==> src/hw/twin16_main_pkg.sv <==
// main cpu package: bus region type, interrupt levels, register widths
package twin16_main_pkg;

    // regions decoded from the 68000 address bus
    typedef enum logic [3:0] {
        rgn_rom   = 4'd0,   // program rom
        rgn_shram = 4'd1,   // ram shared with the sub cpu
        rgn_wram  = 4'd2,   // work ram
        rgn_pal   = 4'd3,   // palette, low byte only
        rgn_io    = 4'd4,   // cabinet inputs and io control
        rgn_nvram = 4'd5,
        rgn_sysrd = 4'd6,   // sysflag read, dma status
        rgn_syswr = 4'd7,   // sysflag write, video config
        rgn_fix   = 4'd8,   // fix layer
        rgn_vram  = 4'd9,   // scroll a and b
        rgn_oram  = 4'd10,  // object ram
        rgn_none  = 4'd15
    } region_t;

    // autovector levels
    localparam logic [2:0] IRQ_VBL_LEVEL = 3'd5;
    localparam logic [2:0] IRQ_SUB_LEVEL = 3'd6;   // wins over vblank

    localparam int SCROLL_W = 9;   // scroll x/y registers
    localparam int NVPAGE_W = 5;   // nvram address bits 14:10

endpackage

==> src/hw/twin16_cpu_if.sv <==
// cpu bus interface with one modport per consumer block
`timescale 1ns/1ps

interface twin16_cpu_if;
    logic [23:1] addr;
    logic [15:0] wdata;     // cpu data out
    logic        as_n;
    logic        uds_n;
    logic        lds_n;
    logic        rnw;

    // driven from the top level pins
    modport master (output addr, wdata, as_n, uds_n, lds_n, rnw);

    modport decode (input addr, wdata, as_n, uds_n, lds_n, rnw);

    modport regs   (input addr, wdata, rnw);

    // strobes only, for wait state timing
    modport timing (input as_n, uds_n, lds_n);

    modport irq    (input addr, as_n);  // autovector acknowledge
endinterface

==> src/hw/twin16_bus_map.sv <==
// address decoder, byte write strobes, nvram page register and read data mux
`timescale 1ns/1ps

module twin16_bus_map import twin16_main_pkg::*; (
    input  logic         clk,
    input  logic         rst,
    twin16_cpu_if.decode bus,

    // read sources
    input  logic [15:0]  rom_data,
    input  logic [15:0]  ram_dout,
    input  logic [15:0]  sh_dout,
    input  logic [15:0]  nvram_dout,
    input  logic [15:0]  mf_dout,
    input  logic [15:0]  ma_dout,
    input  logic [15:0]  mb_dout,
    input  logic [15:0]  mo_dout,
    input  logic [ 7:0]  mp_dout,
    input  logic         dma_bsy,

    // cabinet
    input  logic [ 6:0]  joystick1,
    input  logic [ 6:0]  joystick2,
    input  logic [ 6:0]  joystick3,
    input  logic [ 2:0]  cab_1p,
    input  logic [ 2:0]  coin,
    input  logic         service,
    input  logic [19:0]  dipsw,

    output region_t      region,
    output logic         rom_cs,
    output logic         ram_cs,
    output logic [19:1]  main_addr,
    output logic [ 1:0]  ram_dsn,
    output logic [ 1:0]  pal_we,
    output logic [ 1:0]  sh_we,
    output logic [ 1:0]  nvram_we,
    output logic [ 1:0]  va_we,
    output logic [ 1:0]  vb_we,
    output logic [ 1:0]  fx_we,
    output logic [ 1:0]  oram_we,
    output logic [14:1]  nvram_addr,
    output logic [15:0]  cpu_din
);

    logic                ds_act;
    logic [ 1:0]         dws;       // byte lanes being written
    logic [NVPAGE_W-1:0] nv_page;
    logic [ 7:0]         cab_byte;

    assign ds_act = ~(bus.uds_n & bus.lds_n);

    always_comb begin
        region = rgn_none;
        if (!bus.as_n) begin
            casez (bus.addr[20:17])
                4'b000?: region = rgn_rom;
                4'b0010: region = rgn_shram;
                4'b0011: if (ds_act) region = rgn_wram;
                4'b0100: region = rgn_pal;
                4'b0101: region = bus.addr[16] ? rgn_nvram : rgn_io;
                4'b0110: region = bus.rnw ? rgn_sysrd : rgn_syswr;
                4'b1?00: region = rgn_fix;
                4'b1?01: region = rgn_vram;
                4'b1?10: region = rgn_oram;
                default: region = rgn_none;
            endcase
        end
    end

    assign rom_cs     = region == rgn_rom;
    assign ram_cs     = region == rgn_wram;
    assign main_addr  = bus.addr[19:1];
    assign ram_dsn    = {bus.uds_n, bus.lds_n};
    assign nvram_addr = {nv_page, bus.addr[9:1]};

    assign dws      = ~({2{bus.rnw}} | {bus.uds_n, bus.lds_n});
    assign pal_we   = dws & {2{region == rgn_pal}};
    assign sh_we    = dws & {2{region == rgn_shram}};
    assign nvram_we = dws & {2{region == rgn_nvram && !bus.addr[10]}};
    assign va_we    = dws & {2{region == rgn_vram && !bus.addr[13]}};
    assign vb_we    = dws & {2{region == rgn_vram &&  bus.addr[13]}};
    assign fx_we    = dws & {2{region == rgn_fix}};
    assign oram_we  = dws & {2{region == rgn_oram}};

    // a10 set turns the nvram write into a page select
    always_ff @(posedge clk) begin
        if (rst) begin
            nv_page <= '0;
        end else if (region == rgn_nvram && dws != 2'b00 && bus.addr[10]) begin
            nv_page <= bus.wdata[8 +: NVPAGE_W];
        end
    end

    always_comb begin
        cab_byte = 8'hff;
        case (bus.addr[4:3])
            2'd0: begin
                case (bus.addr[2:1])
                    2'd0: cab_byte = {1'b1, service, cab_1p, coin};
                    2'd1: cab_byte = {1'b1, joystick1};
                    2'd2: cab_byte = {1'b1, joystick2};
                    default: cab_byte = {1'b1, joystick3};
                endcase
            end
            2'd2: cab_byte = bus.addr[1] ? dipsw[7:0] : dipsw[15:8];
            2'd3: cab_byte = {4'hf, dipsw[19:16]};
            default: cab_byte = 8'hff;    // nothing mapped here
        endcase
    end

    always_ff @(posedge clk) begin
        case (region)
            rgn_rom:   cpu_din <= rom_data;
            rgn_wram:  cpu_din <= ram_dout;
            rgn_shram: cpu_din <= sh_dout;
            rgn_pal:   cpu_din <= {8'h00, mp_dout};
            rgn_io:    cpu_din <= {8'h00, cab_byte};
            rgn_nvram: cpu_din <= nvram_dout;
            rgn_sysrd: cpu_din <= {15'd0, dma_bsy};
            rgn_fix:   cpu_din <= mf_dout;
            rgn_vram:  cpu_din <= bus.addr[13] ? mb_dout : ma_dout;
            rgn_oram:  cpu_din <= mo_dout;
            default:   cpu_din <= 16'h0000;
        endcase
    end

endmodule

==> src/hw/twin16_sys_regs.sv <==
// video configuration registers, io control bits and sound latch
`timescale 1ns/1ps

module twin16_sys_regs import twin16_main_pkg::*; (
    input  logic                clk,
    input  logic                rst,
    twin16_cpu_if.regs          bus,
    input  region_t             region,

    output logic                hflip,
    output logic                vflip,
    output logic                vramcvf,
    output logic [2:0]          prio,
    output logic [SCROLL_W-1:0] scra_x,
    output logic [SCROLL_W-1:0] scra_y,
    output logic [SCROLL_W-1:0] scrb_x,
    output logic [SCROLL_W-1:0] scrb_y,
    output logic [15:0]         obj_dx,
    output logic [15:0]         obj_dy,
    output logic                dma_on,
    output logic                mint_en,
    output logic                sint,      // low pulls the sub cpu interrupt
    output logic                sndon,
    output logic [7:0]          snd_latch
);

    logic io_wr;

    assign io_wr = region == rgn_io && !bus.rnw;

    always_ff @(posedge clk) begin
        if (rst) begin
            hflip   <= 1'b0;
            vflip   <= 1'b0;
            vramcvf <= 1'b0;
            prio    <= '0;
            scra_x  <= '0;
            scra_y  <= '0;
            scrb_x  <= '0;
            scrb_y  <= '0;
            obj_dx  <= '0;
            obj_dy  <= '0;
            dma_on  <= 1'b0;
            mint_en <= 1'b0;
            sint    <= 1'b1;
            sndon   <= 1'b0;
        end else begin
            if (region == rgn_syswr) begin
                case (bus.addr[3:1])
                    3'd0: {vramcvf, prio, hflip, vflip} <= bus.wdata[5:0];
                    3'd1: obj_dx <= bus.wdata;
                    3'd2: obj_dy <= bus.wdata;
                    3'd3: scra_x <= bus.wdata[SCROLL_W-1:0];
                    3'd4: scra_y <= bus.wdata[SCROLL_W-1:0];
                    3'd5: scrb_x <= bus.wdata[SCROLL_W-1:0];
                    3'd6: scrb_y <= bus.wdata[SCROLL_W-1:0];
                    default: ;   // offset 7 unused
                endcase
            end
            // offset 2 is the watchdog, not modeled
            if (io_wr && bus.addr[4:3] == 2'd0) begin
                {dma_on, mint_en, sint, sndon} <= bus.wdata[6:3];
            end
        end
    end

    // command byte for the sound cpu
    always_ff @(posedge clk) begin
        if (io_wr && bus.addr[4:3] == 2'd1) begin
            snd_latch <= bus.wdata[7:0];
        end
    end

endmodule

==> src/hw/twin16_dtack_gen.sv <==
// fractional cpu clock enable and dtack generation with wait states
`timescale 1ns/1ps

module twin16_dtack_gen import twin16_main_pkg::*; #(
    parameter int CEN_NUM = 3,
    parameter int CEN_DEN = 16
) (
    input  logic         clk,
    input  logic         rst,
    twin16_cpu_if.timing bus,
    input  region_t      region,
    input  logic         rom_ok,
    input  logic         ram_ok,
    input  logic         dma_bsy,

    output logic         cpu_cen,
    output logic         cpu_cenb,
    output logic         dtack_n
);

    localparam int AW = $clog2(CEN_DEN + CEN_NUM) + 1;
    localparam logic [AW-1:0] NUM  = AW'(CEN_NUM);
    localparam logic [AW-1:0] DEN  = AW'(CEN_DEN);
    localparam logic [AW-1:0] HALF = AW'(CEN_DEN / 2);

    logic [AW-1:0] acc;
    logic [AW-1:0] sum;
    logic [1:0]    low_cnt;   // clocks with as_n low, saturates at 2
    logic          ds_act;
    logic          busy;

    assign sum = acc + NUM;

    // cen on wrap, cenb when crossing the half point
    always_ff @(posedge clk) begin
        if (rst) begin
            acc      <= '0;
            cpu_cen  <= 1'b0;
            cpu_cenb <= 1'b0;
        end else begin
            cpu_cen  <= sum >= DEN;
            cpu_cenb <= acc < HALF && sum >= HALF;
            acc      <= sum >= DEN ? sum - DEN : sum;
        end
    end

    assign ds_act = ~(bus.uds_n & bus.lds_n);

    // slow memories stretch the cycle
    assign busy = (region == rgn_rom  && !rom_ok) ||
                  (region == rgn_wram && !ram_ok) ||
                  (region == rgn_oram && dma_bsy);

    always_ff @(posedge clk) begin
        if (rst) begin
            low_cnt <= '0;
            dtack_n <= 1'b1;
        end else begin
            if (bus.as_n) begin
                low_cnt <= '0;
            end else if (low_cnt != 2'd2) begin
                low_cnt <= low_cnt + 2'd1;
            end

            if (bus.as_n) begin
                dtack_n <= 1'b1;
            end else if (cpu_cen && low_cnt == 2'd2 && ds_act && !busy) begin
                dtack_n <= 1'b0;   // held until as_n goes back up
            end
        end
    end

endmodule

==> src/hw/twin16_ints.sv <==
// vblank and sub cpu interrupt requests, ipl encoding and autovector ack
`timescale 1ns/1ps

module twin16_ints import twin16_main_pkg::*; (
    input  logic        clk,
    input  logic        rst,
    input  logic        lvbl,
    input  logic        mint,      // active low request from sub cpu
    input  logic        mint_en,
    twin16_cpu_if.irq   bus,

    output logic [2:0]  ipl_n,
    output logic        vpa_n
);

    logic lvbl_l;
    logic vbl_req;
    logic sub_req;
    logic iack;

    // interrupt acknowledge shows up as a high a23
    assign iack = !bus.as_n && bus.addr[23];

    always_ff @(posedge clk) begin
        if (rst) begin
            lvbl_l  <= lvbl;
            vbl_req <= 1'b0;
            sub_req <= 1'b0;
            ipl_n   <= 3'b111;
            vpa_n   <= 1'b1;
        end else begin
            lvbl_l <= lvbl;
            if (lvbl_l && !lvbl) vbl_req <= 1'b1;   // start of blank
            if (!mint && mint_en) sub_req <= 1'b1;

            if (iack && bus.addr[3:1] == IRQ_VBL_LEVEL) vbl_req <= 1'b0;
            if (iack && bus.addr[3:1] == IRQ_SUB_LEVEL) sub_req <= 1'b0;
            if (!mint_en) sub_req <= 1'b0;

            vpa_n <= !iack;

            if (sub_req) begin
                ipl_n <= ~IRQ_SUB_LEVEL;
            end else if (vbl_req) begin
                ipl_n <= ~IRQ_VBL_LEVEL;
            end else begin
                ipl_n <= 3'b111;
            end
        end
    end

endmodule

==> src/hw/twin16_main.sv <==
// main cpu glue top level: bus pins, decoder, registers, dtack and interrupts
`timescale 1ns/1ps

module twin16_main import twin16_main_pkg::*; #(
    parameter int CEN_NUM = 3,
    parameter int CEN_DEN = 16
) (
    input  logic                clk,
    input  logic                rst,
    input  logic                lvbl,

    // 68000 bus
    input  logic [23:1]         addr,
    input  logic [15:0]         cpu_dout,
    input  logic                as_n,
    input  logic                uds_n,
    input  logic                lds_n,
    input  logic                rnw,
    output logic [15:0]         cpu_din,
    output logic                dtack_n,
    output logic                vpa_n,
    output logic [2:0]          ipl_n,
    output logic                cpu_cen,
    output logic                cpu_cenb,

    // memories
    input  logic [15:0]         rom_data,
    input  logic                rom_ok,
    input  logic [15:0]         ram_dout,
    input  logic                ram_ok,
    input  logic [15:0]         sh_dout,
    input  logic [15:0]         nvram_dout,
    input  logic [15:0]         mf_dout,
    input  logic [15:0]         ma_dout,
    input  logic [15:0]         mb_dout,
    input  logic [15:0]         mo_dout,
    input  logic [7:0]          mp_dout,
    input  logic                dma_bsy,
    input  logic                mint,
    output logic                rom_cs,
    output logic                ram_cs,
    output logic [19:1]         main_addr,
    output logic [1:0]          ram_dsn,
    output logic [1:0]          pal_we,
    output logic [1:0]          sh_we,
    output logic [1:0]          nvram_we,
    output logic [1:0]          va_we,
    output logic [1:0]          vb_we,
    output logic [1:0]          fx_we,
    output logic [1:0]          oram_we,
    output logic [14:1]         nvram_addr,

    // cabinet
    input  logic [6:0]          joystick1,
    input  logic [6:0]          joystick2,
    input  logic [6:0]          joystick3,
    input  logic [2:0]          cab_1p,
    input  logic [2:0]          coin,
    input  logic                service,
    input  logic [19:0]         dipsw,

    // video and sound config
    output logic                hflip,
    output logic                vflip,
    output logic                vramcvf,
    output logic [2:0]          prio,
    output logic [SCROLL_W-1:0] scra_x,
    output logic [SCROLL_W-1:0] scra_y,
    output logic [SCROLL_W-1:0] scrb_x,
    output logic [SCROLL_W-1:0] scrb_y,
    output logic [15:0]         obj_dx,
    output logic [15:0]         obj_dy,
    output logic                dma_on,
    output logic                sint,
    output logic                sndon,
    output logic [7:0]          snd_latch
);

    twin16_cpu_if cpu ();

    region_t region;
    logic    mint_en;

    assign cpu.addr  = addr;
    assign cpu.wdata = cpu_dout;
    assign cpu.as_n  = as_n;
    assign cpu.uds_n = uds_n;
    assign cpu.lds_n = lds_n;
    assign cpu.rnw   = rnw;

    twin16_bus_map u_bus_map (
        .clk        (clk),
        .rst        (rst),
        .bus        (cpu.decode),
        .rom_data   (rom_data),
        .ram_dout   (ram_dout),
        .sh_dout    (sh_dout),
        .nvram_dout (nvram_dout),
        .mf_dout    (mf_dout),
        .ma_dout    (ma_dout),
        .mb_dout    (mb_dout),
        .mo_dout    (mo_dout),
        .mp_dout    (mp_dout),
        .dma_bsy    (dma_bsy),
        .joystick1  (joystick1),
        .joystick2  (joystick2),
        .joystick3  (joystick3),
        .cab_1p     (cab_1p),
        .coin       (coin),
        .service    (service),
        .dipsw      (dipsw),
        .region     (region),
        .rom_cs     (rom_cs),
        .ram_cs     (ram_cs),
        .main_addr  (main_addr),
        .ram_dsn    (ram_dsn),
        .pal_we     (pal_we),
        .sh_we      (sh_we),
        .nvram_we   (nvram_we),
        .va_we      (va_we),
        .vb_we      (vb_we),
        .fx_we      (fx_we),
        .oram_we    (oram_we),
        .nvram_addr (nvram_addr),
        .cpu_din    (cpu_din)
    );

    twin16_sys_regs u_sys_regs (
        .clk        (clk),
        .rst        (rst),
        .bus        (cpu.regs),
        .region     (region),
        .hflip      (hflip),
        .vflip      (vflip),
        .vramcvf    (vramcvf),
        .prio       (prio),
        .scra_x     (scra_x),
        .scra_y     (scra_y),
        .scrb_x     (scrb_x),
        .scrb_y     (scrb_y),
        .obj_dx     (obj_dx),
        .obj_dy     (obj_dy),
        .dma_on     (dma_on),
        .mint_en    (mint_en),
        .sint       (sint),
        .sndon      (sndon),
        .snd_latch  (snd_latch)
    );

    twin16_dtack_gen #(
        .CEN_NUM    (CEN_NUM),
        .CEN_DEN    (CEN_DEN)
    ) u_dtack_gen (
        .clk        (clk),
        .rst        (rst),
        .bus        (cpu.timing),
        .region     (region),
        .rom_ok     (rom_ok),
        .ram_ok     (ram_ok),
        .dma_bsy    (dma_bsy),
        .cpu_cen    (cpu_cen),
        .cpu_cenb   (cpu_cenb),
        .dtack_n    (dtack_n)
    );

    twin16_ints u_ints (
        .clk        (clk),
        .rst        (rst),
        .lvbl       (lvbl),
        .mint       (mint),
        .mint_en    (mint_en),
        .bus        (cpu.irq),
        .ipl_n      (ipl_n),
        .vpa_n      (vpa_n)
    );

endmodule

==> config.mk <==
export PLATFORM = sky130hd
export DESIGN_NAME = twin16_main
export DESIGN_NICKNAME = d
export VERILOG_FILES = /design/src/hw/twin16_main_pkg.sv /design/src/hw/twin16_cpu_if.sv /design/src/hw/twin16_bus_map.sv /design/src/hw/twin16_sys_regs.sv /design/src/hw/twin16_dtack_gen.sv /design/src/hw/twin16_ints.sv /design/src/hw/twin16_main.sv
export SDC_FILE = /design/constraint.sdc
export NUM_CORES = 1
export LEC_CHECK = 0
export BUFFER_PORTS_ARGS = -buffer_cell sky130_fd_sc_hd__buf_2
export CAP_MARGIN = 25
export CORE_AREA = 2 2 150 152
export CTS_CLUSTER_DIAMETER = 60
export DETAILED_ROUTE_END_ITERATION = 8
export DIE_AREA = 0 0 152 154
export GPL_ROUTABILITY_DRIVEN = 1
export PLACE_DENSITY = 0.65
export SETUP_SLACK_MARGIN = 0.1
export SLEW_MARGIN = 40
export SYNTH_ARGS = -nofsm -noshare
export SYNTH_HDL_FRONTEND = slang
export SYNTH_SLANG_ARGS = --single-unit
==> constraint.sdc <==
create_clock -name clk -period 3.2 [get_ports clk]
set_clock_uncertainty 0.05 [all_clocks]
set_input_delay 0.48 -clock clk [delete_from_list [all_inputs] [get_ports clk]]
set_output_delay 0.48 -clock clk [all_outputs]
set_load 0.02 [all_outputs]
## After elaboration in Yosys (flattened, before gate mapping)

Cells that the tools add are included.

| storage, ports and cells | value |
|---|---|
| bits in registers | 125 |
| output and inout bits | 159 |

| cells by class | value |
|---|---|
| add/subtract/negate cells | 3 |
| magnitude comparators | 3 |
| equal/unequal tests | 31 |
| muxes and demuxes | 13 |
| bitwise logic cells | 12 |
| reductions and logical operators | 49 |

Operators with widths:

| operator | count |
|---|---|
| one-hot mux 16 bit (10 select lines) | 1 |
| one-hot mux 4 bit (9 select lines) | 1 |
| equality test 4 x 3 -> 1 bit, second input constant | 7 |
| one-hot mux 8 bit (3 select lines) | 1 |
| one-hot mux 7 bit (3 select lines) | 1 |
| logical AND 1 bit | 20 |
| equality test 3 bit, second input constant | 6 |
| equality test 4 x 2 -> 1 bit, second input constant | 4 |
| two-way mux 16 bit | 1 |
| bitwise AND 2 bit | 7 |
| AND reduction 2 bit | 7 |
| equality test 4 bit, second input constant | 3 |
| logical NOT 1 bit | 10 |
| equality test 2 bit, second input constant | 4 |
| two-way mux 4 bit | 2 |
| two-way mux 8 bit | 1 |
| adder 6 x 2 -> 6 bit, second input constant | 1 |
| equality test 3 x 2 -> 1 bit, second input constant | 2 |
| >= comparator 6 x 4 -> 1 bit, second input constant | 1 |
| >= comparator 6 x 5 -> 1 bit, second input constant | 1 |
| logical NOT 3 bit | 2 |
| less-than comparator 6 x 4 -> 1 bit, second input constant | 1 |
| two-way mux 3 bit | 2 |
| two-way mux 6 bit | 1 |
| 17 further kinds | 24 |

## Longest topological paths before layout

Gate-level depths: netlist (run 1).

| depth | value |
|---|---|
| depth after elaboration | 10 |
| mapped depth | 9 |
| gate-level depth less buffers | 8 |

## Cells and area by module

A second synthesis (run 1) with hierarchy kept.

| unflattened totals | value |
|---|---|
| cell total of the unflattened synthesis | 672 |
| area total of the unflattened synthesis | 6,650.1 µm² |

Modules (own cells, without submodules):

| module | instances | cells an instance | area an instance (µm²) | seq. area each (µm²) |
|---|---|---|---|---|
| twin16_sys_regs | 1 | 299 | 3,399.5 | 1,801.7 |
| twin16_bus_map | 1 | 295 | 2,446.1 | 420.4 |
| twin16_dtack_gen | 1 | 58 | 570.5 | 220.2 |
| twin16_ints | 1 | 20 | 234.0 | 140.1 |

## Worst setup path before layout (run 1)

OpenSTA, ideal clock, no wires.

| timing path | value |
|---|---|
| path kind | input -> output |
| start | in addr[20] in the netlist's numbering |
| end | out oram_we[0] |
| arrival | 2,251 ps |
| required time | 2,670 ps |
| setup slack | 419 ps |
| stages | 6 |
| path buffers | 4 |
| cell sequence | buf_6 -> clkbuf_1 -> nor4bb_1 -> clkbuf_1 -> clkbuf_1 -> nor3b_1 |

| between the ends | value |
|---|---|
| longest elaborated chain between the ends | 5 |
| elaborated cells on any way between the ends | 13 |
| those cells by class | eq/ne: 9; mux: 2; bitwise: 1; reduce/logical: 1 |

RTL lines:

| item | RTL line | text |
|---|---|---|
| from (decl) | twin16_main.sv:13 | `input logic [23:1] addr,` |
| equality test 4 x 3 -> 1 bit, or another cell as far along | twin16_bus_map.sv:56 | `casez (bus.addr[20:17])` |
| one-hot mux 4 bit (9 select lines) (*) | twin16_bus_map.sv:56 |  |
| two-way mux 4 bit (*) | twin16_bus_map.sv:55 | `if (!bus.as_n) begin` |
| equality test 4 bit (*) | twin16_bus_map.sv:84 | `assign oram_we = dws & {2{region == rgn_oram}};` |
| bitwise AND 2 bit (*) | twin16_bus_map.sv:84 |  |
| to (decl) | twin16_main.sv:50 | `output logic [1:0] oram_we,` |

Every way passes the cells marked *; elsewhere a longest branch is shown, timed or not.

## Worst setup path after layout (run 1)

| timing path | value |
|---|---|
| start | in addr[18] in the netlist's numbering |
| end | out ram_cs |

| between the ends | value |
|---|---|
| longest elaborated chain between the ends | 4 |
| elaborated cells on any way between the ends | 12 |
| those cells by class | eq/ne: 9; mux: 2; reduce/logical: 1 |

RTL lines:

| item | RTL line | text |
|---|---|---|
| equality test 4 x 3 -> 1 bit, or another cell as far along | twin16_bus_map.sv:56 |  |
| one-hot mux 4 bit (9 select lines) (*) | twin16_bus_map.sv:56 |  |
| two-way mux 4 bit (*) | twin16_bus_map.sv:55 |  |
| equality test 4 x 2 -> 1 bit (*) | twin16_bus_map.sv:72 | `assign ram_cs = region == rgn_wram;` |
| to (decl) | twin16_main.sv:41 | `output logic ram_cs,` |

Marked as above.

==> impl_metrics.tcl, run 1 <==
set metrics [dict create \
    final_common_cell "buf_2" \
    clock_latency_ns 0.41 \
    clockBufferDepth 2 \
    fill_cells 2209 \
    placed_cell_area_um2 8070 \
    final_nets 1238 \
    portBuffers 367 \
    grtUsageMet1_pct 26.9 \
    rrSetupSlack_ns 1.19 \
    p_leak_nw 4.31 \
    hold_path_class "input port to flip-flop" \
    place_ws_ns 0.484 \
    ys_warn_count 0 \
    cp_cell_sequence "buf_2, o21ai_0, nand3_1, nor4_2, buf_4, buf_2" \
    use_met2_pct 34.4 \
    critical-path-slowest-cell "buf_4" \
    syn_avg_cell_area_um2 9.10 \
    io_pins 393 \
    cts_made_buffers 17 \
    status "finished, final reports clean" \
    dieArea_um2 23400 \
    die_h_um 154 \
    final.setup.tns_ns 0 \
    whs_path_depth 1 \
    worstPathRequired_ns 2.67 \
    first_global_vias 6259 \
    coreArea_um2 21700 \
    synth_nets 912 \
    synth_area_um2 6140 \
    post-cts-setup-buffer-count 0 \
    endpoint_kind "output port" \
    path_common_cell "buf_2" \
    crit_buf_inv 3 \
    synth_top_area_share_pct 38.1 \
    grt_remaining_overflow 0 \
    routed_wl_um 26800 \
    ys_seq_area_share_pct 42.1 \
    gp_routability_congestion 1.02 \
    layout_common_cells "buf_2, dfxtp_1, nor2_1" \
    fmax_mhz 386 \
    initial_utilization_pct 28.3 \
    cts_tree "yes" \
    hold_buffers 0 \
    clk_pin_slew_ns 0.06 \
    fin_ws_ns 0.607 \
    route.detailed.drc 0 \
    worst-slew-pin-transition_ns 0.793 \
    grt_max_degree 53 \
    period_needed_ns 2.59 \
    grt_first_pass_wirelength_um 38800 \
    crit_family "buffers and inverters" \
    ys_seq_elements 125 \
    area_delta_synth_final_pct 41.7 \
    ys_types 60 \
    final_hold_viol_count 0 \
    dieWidth_um 152 \
    cp-start-kind "input port" \
    hpwl_um 21400 \
    antenna_found_initial 7 \
    cts-root-buf "clkbuf_16" \
    slew_headroom_pct 47.1 \
    yosysTopAreaCell "dfxtp_1" \
    crit_arrival_ns 2.06 \
    cp_num_cells 6 \
    max-cap-violations 0 \
    wl_per_cell_um 20.7 \
    drive_above_1_share_pct 44.1 \
    rsz0062_at_grt "no" \
    async_reset_ff_share_pct 0 \
    synth.area.top_cells "dfxtp_1, mux2i_1, nor2_1" \
    crit_type "input port to output port" \
    top_usage_layer "met2" \
    postLayoutCellArea_um2 8700 \
    cp_slowest_stage_delay_ns 0.31 \
    vias 6414 \
    ir_worst_vdd_mv 0.335 \
    post_cts_resize_count 0 \
    grt.total_usage_pct 22.2 \
    final_antenna_net_count 0 \
    worstPathMaxFanout 18 \
    h-tree-depth 4 \
    synth_ff_type "dfxtp_1" \
    reg2regPathDepth 7 \
    clock_sinks 125 \
    syn_inst 675 \
    met3_usage_pct 10.9 \
    viasPerCell 4.95 \
    finalSetupViolCount 0 \
    powerDensity_nw_per_um2 496 \
    fin_crit_sh_pct 81.0 \
    finalMaxSlewViolations 0 \
    synth_enable_flop_cells 8 \
    num_rows 54 \
    dr.pass1.iters 8 \
    drt_iter0_markers 468 \
]
[registers in the layout, summed over array words and instances (netlist names), 2 cells and up]
name                  cells
u_sys_regs.obj_dy        16
u_sys_regs.obj_dx        16
u_sys_regs.snd_latch      8
u_ints.ipl_n              3
u_sys_regs.scra_y         9
u_bus_map.nv_page         5
u_bus_map.cpu_din        16
u_sys_regs.scrb_x         9
u_sys_regs.prio           3
u_sys_regs.scra_x         9
u_sys_regs.scrb_y         9
u_dtack_gen.low_cnt       2
u_dtack_gen.acc           6
[logic make-up after synthesis]
logic type	Yosys count	synth area share (%)
compound gates	118	13.6
flops	125	42.1
xor+xnor	4	0.571
mux	92	16.5
fa+ha+maj	3	0.611
buf+inv	93	7.91
simple gates	240	18.7
[worst paths after layout]
check,from,to
worst max-delay path,addr[18],ram_cs
worst min-delay path,lvbl,u_ints.lvbl_l$_DFF_P_
worst min register to register,u_ints.vbl_req$_SDFFE_PP0P_,u_ints.ipl_n[0]$_SDFF_PP1_
worst max register to register,u_dtack_gen.acc[0]$_SDFF_PP0_,u_dtack_gen.acc[4]$_SDFF_PP0_
[synth_stat cells, drive strengths merged, types with 3 or more instances]
library cell	instances
a211oi	6
a21oi	43
a221o	15
a221oi	3
a222oi	7
a22oi	11
and3	3
buf	41
clkbuf	42
dfxtp	117
edfxtp	8
ha	3
inv	10
mux2	6
mux2i	79
mux4	7
nand2	71
nand2b	6
nand3	15
nand4	5
nor2	86
nor2b	3
nor3	21
nor3b	6
nor4	3
nor4bb	4
o21a	4
o21ai	8
o2bb2ai	5
or2	3
or3	5
xor2	3
[metal layers]
metal / up-vias / share of wire, %
met5: - / 0.19
met4: 8 / 2.3
met3: 49 / 11
met2: 327 / 45
met1: 2988 / 41
li1: 3042 / -
[power by group]
part	switching, mW	internal (mW)	leakage (nW)
sequential	0.0294	1.63	1.02
clock	0.757	1.28	0.310
combinational	0.359	0.262	2.98
[cell type report]
| cell class | count | area [um2] | share of cell area [%] |
|---|---|---|---|
| Sequential cell | 125 | 2580 | 29.7 |
| Inverter | 10 | 37.5 | 0.431 |
| Multi-Input combinational cell | 457 | 3090 | 35.5 |
| Tap cell | 280 | 350 | 4.02 |
| Clock inverter | 11 | 139 | 1.60 |
| Timing Repair Buffer | 390 | 2010 | 23.1 |
| Clock buffer | 21 | 493 | 5.66 |
| Antenna cell | 1 | 2.50 | 0.0287 |
[through the flow]
| stage | hold slack (ns) | power (mW) | utilization (%) | cells |
|---|---|---|---|---|
| floorplan | 0.321 | 2.03 | - | 675 |
| global placement | 0.335 | 2.30 | 37.2 | 1262 |
| detailed placement | 0.333 | 2.30 | 37.2 | 1262 |
| CTS | 0.114 | 4.36 | 40.1 | 1294 |
| global route | 0.120 | 4.49 | 40.1 | 1294 |
| finish | 0.138 | 4.31 | 40.1 | 1295 |
Note: power is estimated with default switching activity, not from simulation.
==> run 2, diff against run 1 <==
==> constraint.sdc (replaced) <==
create_clock -name clk -period 2.68 [get_ports clk]
set_clock_uncertainty 0.05 [all_clocks]
set_input_delay 0.402 -clock clk [delete_from_list [all_inputs] [get_ports clk]]
set_output_delay 0.402 -clock clk [all_outputs]
set_load 0.02 [all_outputs]
==> run 2 against run 1 <==
Compared with the run above: flip-flop and latch count is the same; count of clock-buffer cells in the layout down 2; first-iteration DRC count down 18%; via count grew 0.59%; non-clock buffer count up 6; largest power group unchanged; combinational power increased by 19%; global-route usage is 0.11 points lower; utilization rose by 0.22 points; hold slack got worse by 0.068 ns; sequential share of layout area decreased by 0.16 points; clock power is 9.8% higher.
==> impl_metrics.tcl, run 2 (same netlist as run 1, synthesis figures left out) <==
set metrics [dict create \
    pwr-share-seq_pct 39.8 \
    cp_cell_sequence "buf_2, o21ai_0, nand3_1, buf_4, nor4_4, buf_2" \
    cts_tree "yes" \
    rrSetupSlack_ns 0.67 \
    finalSetupViolCount 0 \
    combPwrFrac_pct 14.9 \
    num_rows 54 \
    vias 6452 \
    dr.pass1.iters 5 \
    coreArea_um2 21700 \
    p_leak_nw 4.33 \
    portBuffers 367 \
    hpwl_um 21300 \
    final_hold_viol_count 0 \
    grt_remaining_overflow 0 \
    io_pins 393 \
    top_regs "u_bus_map.cpu_din: 16 flops, u_sys_regs.obj_dx: 16 flops, u_sys_regs.obj_dy: 16 flops" \
    first_global_vias 6283 \
    viasPerCell 4.95 \
    endpoint_kind "output port" \
    post_cts_resize_count 0 \
    powerDensity_nw_per_um2 567 \
    p_total_mw 4.96 \
    final_nets 1244 \
    post-cts-setup-buffer-count 0 \
    route.detailed.drc 0 \
    final_antenna_net_count 0 \
    clk_pin_slew_ns 0.06 \
    rsz0062_at_grt "no" \
    grt.total_usage_pct 22.1 \
    period_needed_ns 2.39 \
    finalMaxSlewViolations 0 \
    dieArea_um2 23400 \
    fin_crit_sh_pct 89.1 \
    cts-root-buf "clkbuf_16" \
    die_h_um 154 \
    max-cap-violations 0 \
    routed_wl_um 26800 \
    status "finished, final reports clean" \
    critical-path-slowest-cell "nor4_4" \
    worstPathMaxFanout 15 \
    final_common_cell "buf_2" \
    reg2regPathDepth 7 \
    layout_common_cells "buf_2, dfxtp_1, nor2_1" \
    grt_first_pass_wirelength_um 38800 \
    cp_slowest_stage_delay_ns 0.47 \
    crit_path_start "addr[17]" \
    drt_iter0_markers 382 \
    wl_per_cell_um 20.5 \
    crit_arrival_ns 1.94 \
    gp_routability_congestion 0.997 \
    grt_max_degree 58 \
    switching_share_pct 27.7 \
    hold_path_class "input port to flip-flop" \
    fmax_mhz 419 \
    drive_above_1_share_pct 44.6 \
    dieWidth_um 152 \
    hold_buffers 0 \
    reg2reg_to "u_dtack_gen.acc[4]$_SDFF_PP0_" \
    cts_made_buffers 17 \
    rr_startpoint "u_dtack_gen.acc[0]$_SDFF_PP0_" \
    netSwitchingPower_mw 1.37 \
    worst-slew-pin-transition_ns 0.873 \
    clkPwrFrac_pct 45.2 \
    cp-start-kind "input port" \
    clockBufferDepth 2 \
    antenna_found_initial 9 \
    worstPathRequired_ns 2.23 \
    clock_sinks 125 \
    p_int_mw 3.59 \
    h-tree-depth 4 \
    crit_path_end "ram_cs" \
    crit_type "input port to output port" \
    path_common_cell "buf_2" \
    slew_headroom_pct 41.6 \
    final.setup.tns_ns 0 \
    area_delta_synth_final_pct 42.5 \
    ir_worst_vdd_mv 0.378 \
    initial_utilization_pct 28.3 \
    clock_latency_ns 0.41 \
]
==> run 2: changes by cell type in the layout (fill, tap and decap cells not counted), sizes merged <==
cell | previous run | this run
buf | 390 | 396
clkinv | 3 | 6
diode | 1 | 4
clkbuf | 21 | 19
bufinv | 2 | 1
clkinvlp | 0 | 1
inv | 16 | 15
==> run 2: per-layer routing <==
layer	routed length, um	up-vias	track usage, %
met3	2350	23	7.24
li1	-	3056	-
met1	11200	3063	27.3
met2	12900	302	37.6
met5	57	-	0
met4	223	8	4.54
==> run 2: cell type report <==
| class | instances | area, um2 |
|---|---|---|
| diodes | 4 | 10.0 |
| multi-input cells | 457 | 3120 |
| clock inverters | 13 | 131 |
| fillers | 2202 | 12900 |
| inverters | 10 | 37.5 |
| well taps | 280 | 350 |
| flip-flops and latches | 125 | 2580 |
| clock buffers | 19 | 443 |
| repair buffers | 396 | 2080 |
==> run 2: worst max-delay path: cells and delay by family <==
kind / cells / cell delay, ns
buffers and inverters: 3 / 0.68
and+or+nand+nor: 2 / 0.61
AOI/OAI and AO/OA: 1 / 0.24
==> run 2: how the worst min path moves through the flow <==
stage	from	endpoint	slack, ns	cells past startpoint
after floorplan	u_ints.vbl_req$_SDFFE_PP0P_	u_ints.ipl_n[0]$_SDFF_PP1_	0.32	1
after global placement	u_ints.vbl_req$_SDFFE_PP0P_	u_ints.ipl_n[0]$_SDFF_PP1_	0.34	1
after detailed placement	u_ints.vbl_req$_SDFFE_PP0P_	u_ints.ipl_n[0]$_SDFF_PP1_	0.34	1
after CTS	lvbl	u_ints.lvbl_l$_DFF_P_	0.05	1
after global routing	lvbl	u_ints.lvbl_l$_DFF_P_	0.05	1
final	lvbl	u_ints.lvbl_l$_DFF_P_	0.07	1
==> run 2: metrics by stage <==
stage               hold slack (ns)  instance area (um2)  setup WS [ns]  util (%)  instances
floorplan                     0.321                 6160          0.149         -        675
global placement              0.345                 8170          0.160      37.6       1268
detailed placement            0.342                 8170          0.150      37.7       1268
CTS                          0.0504                 8740          0.299      40.3       1300
global route                 0.0500                 8750          0.175      40.3       1302
finish                       0.0704                 8750          0.292      40.4       1304
==> run 2: power by group through the flow <==
| stage | logic, mW | clock network [mW] | registers, mW |
|---|---|---|---|
| 3_5_place_dp | 0.741 | 0 | 2.02 |
| 4_1_cts | 0.743 | 2.30 | 1.98 |
| 5_1_grt | 0.799 | 2.38 | 1.98 |
| 2_1_floorplan | 0.366 | 0 | 2.06 |
| 6_report | 0.741 | 2.24 | 1.98 |
| 3_3_place_gp | 0.728 | 0 | 2.01 |
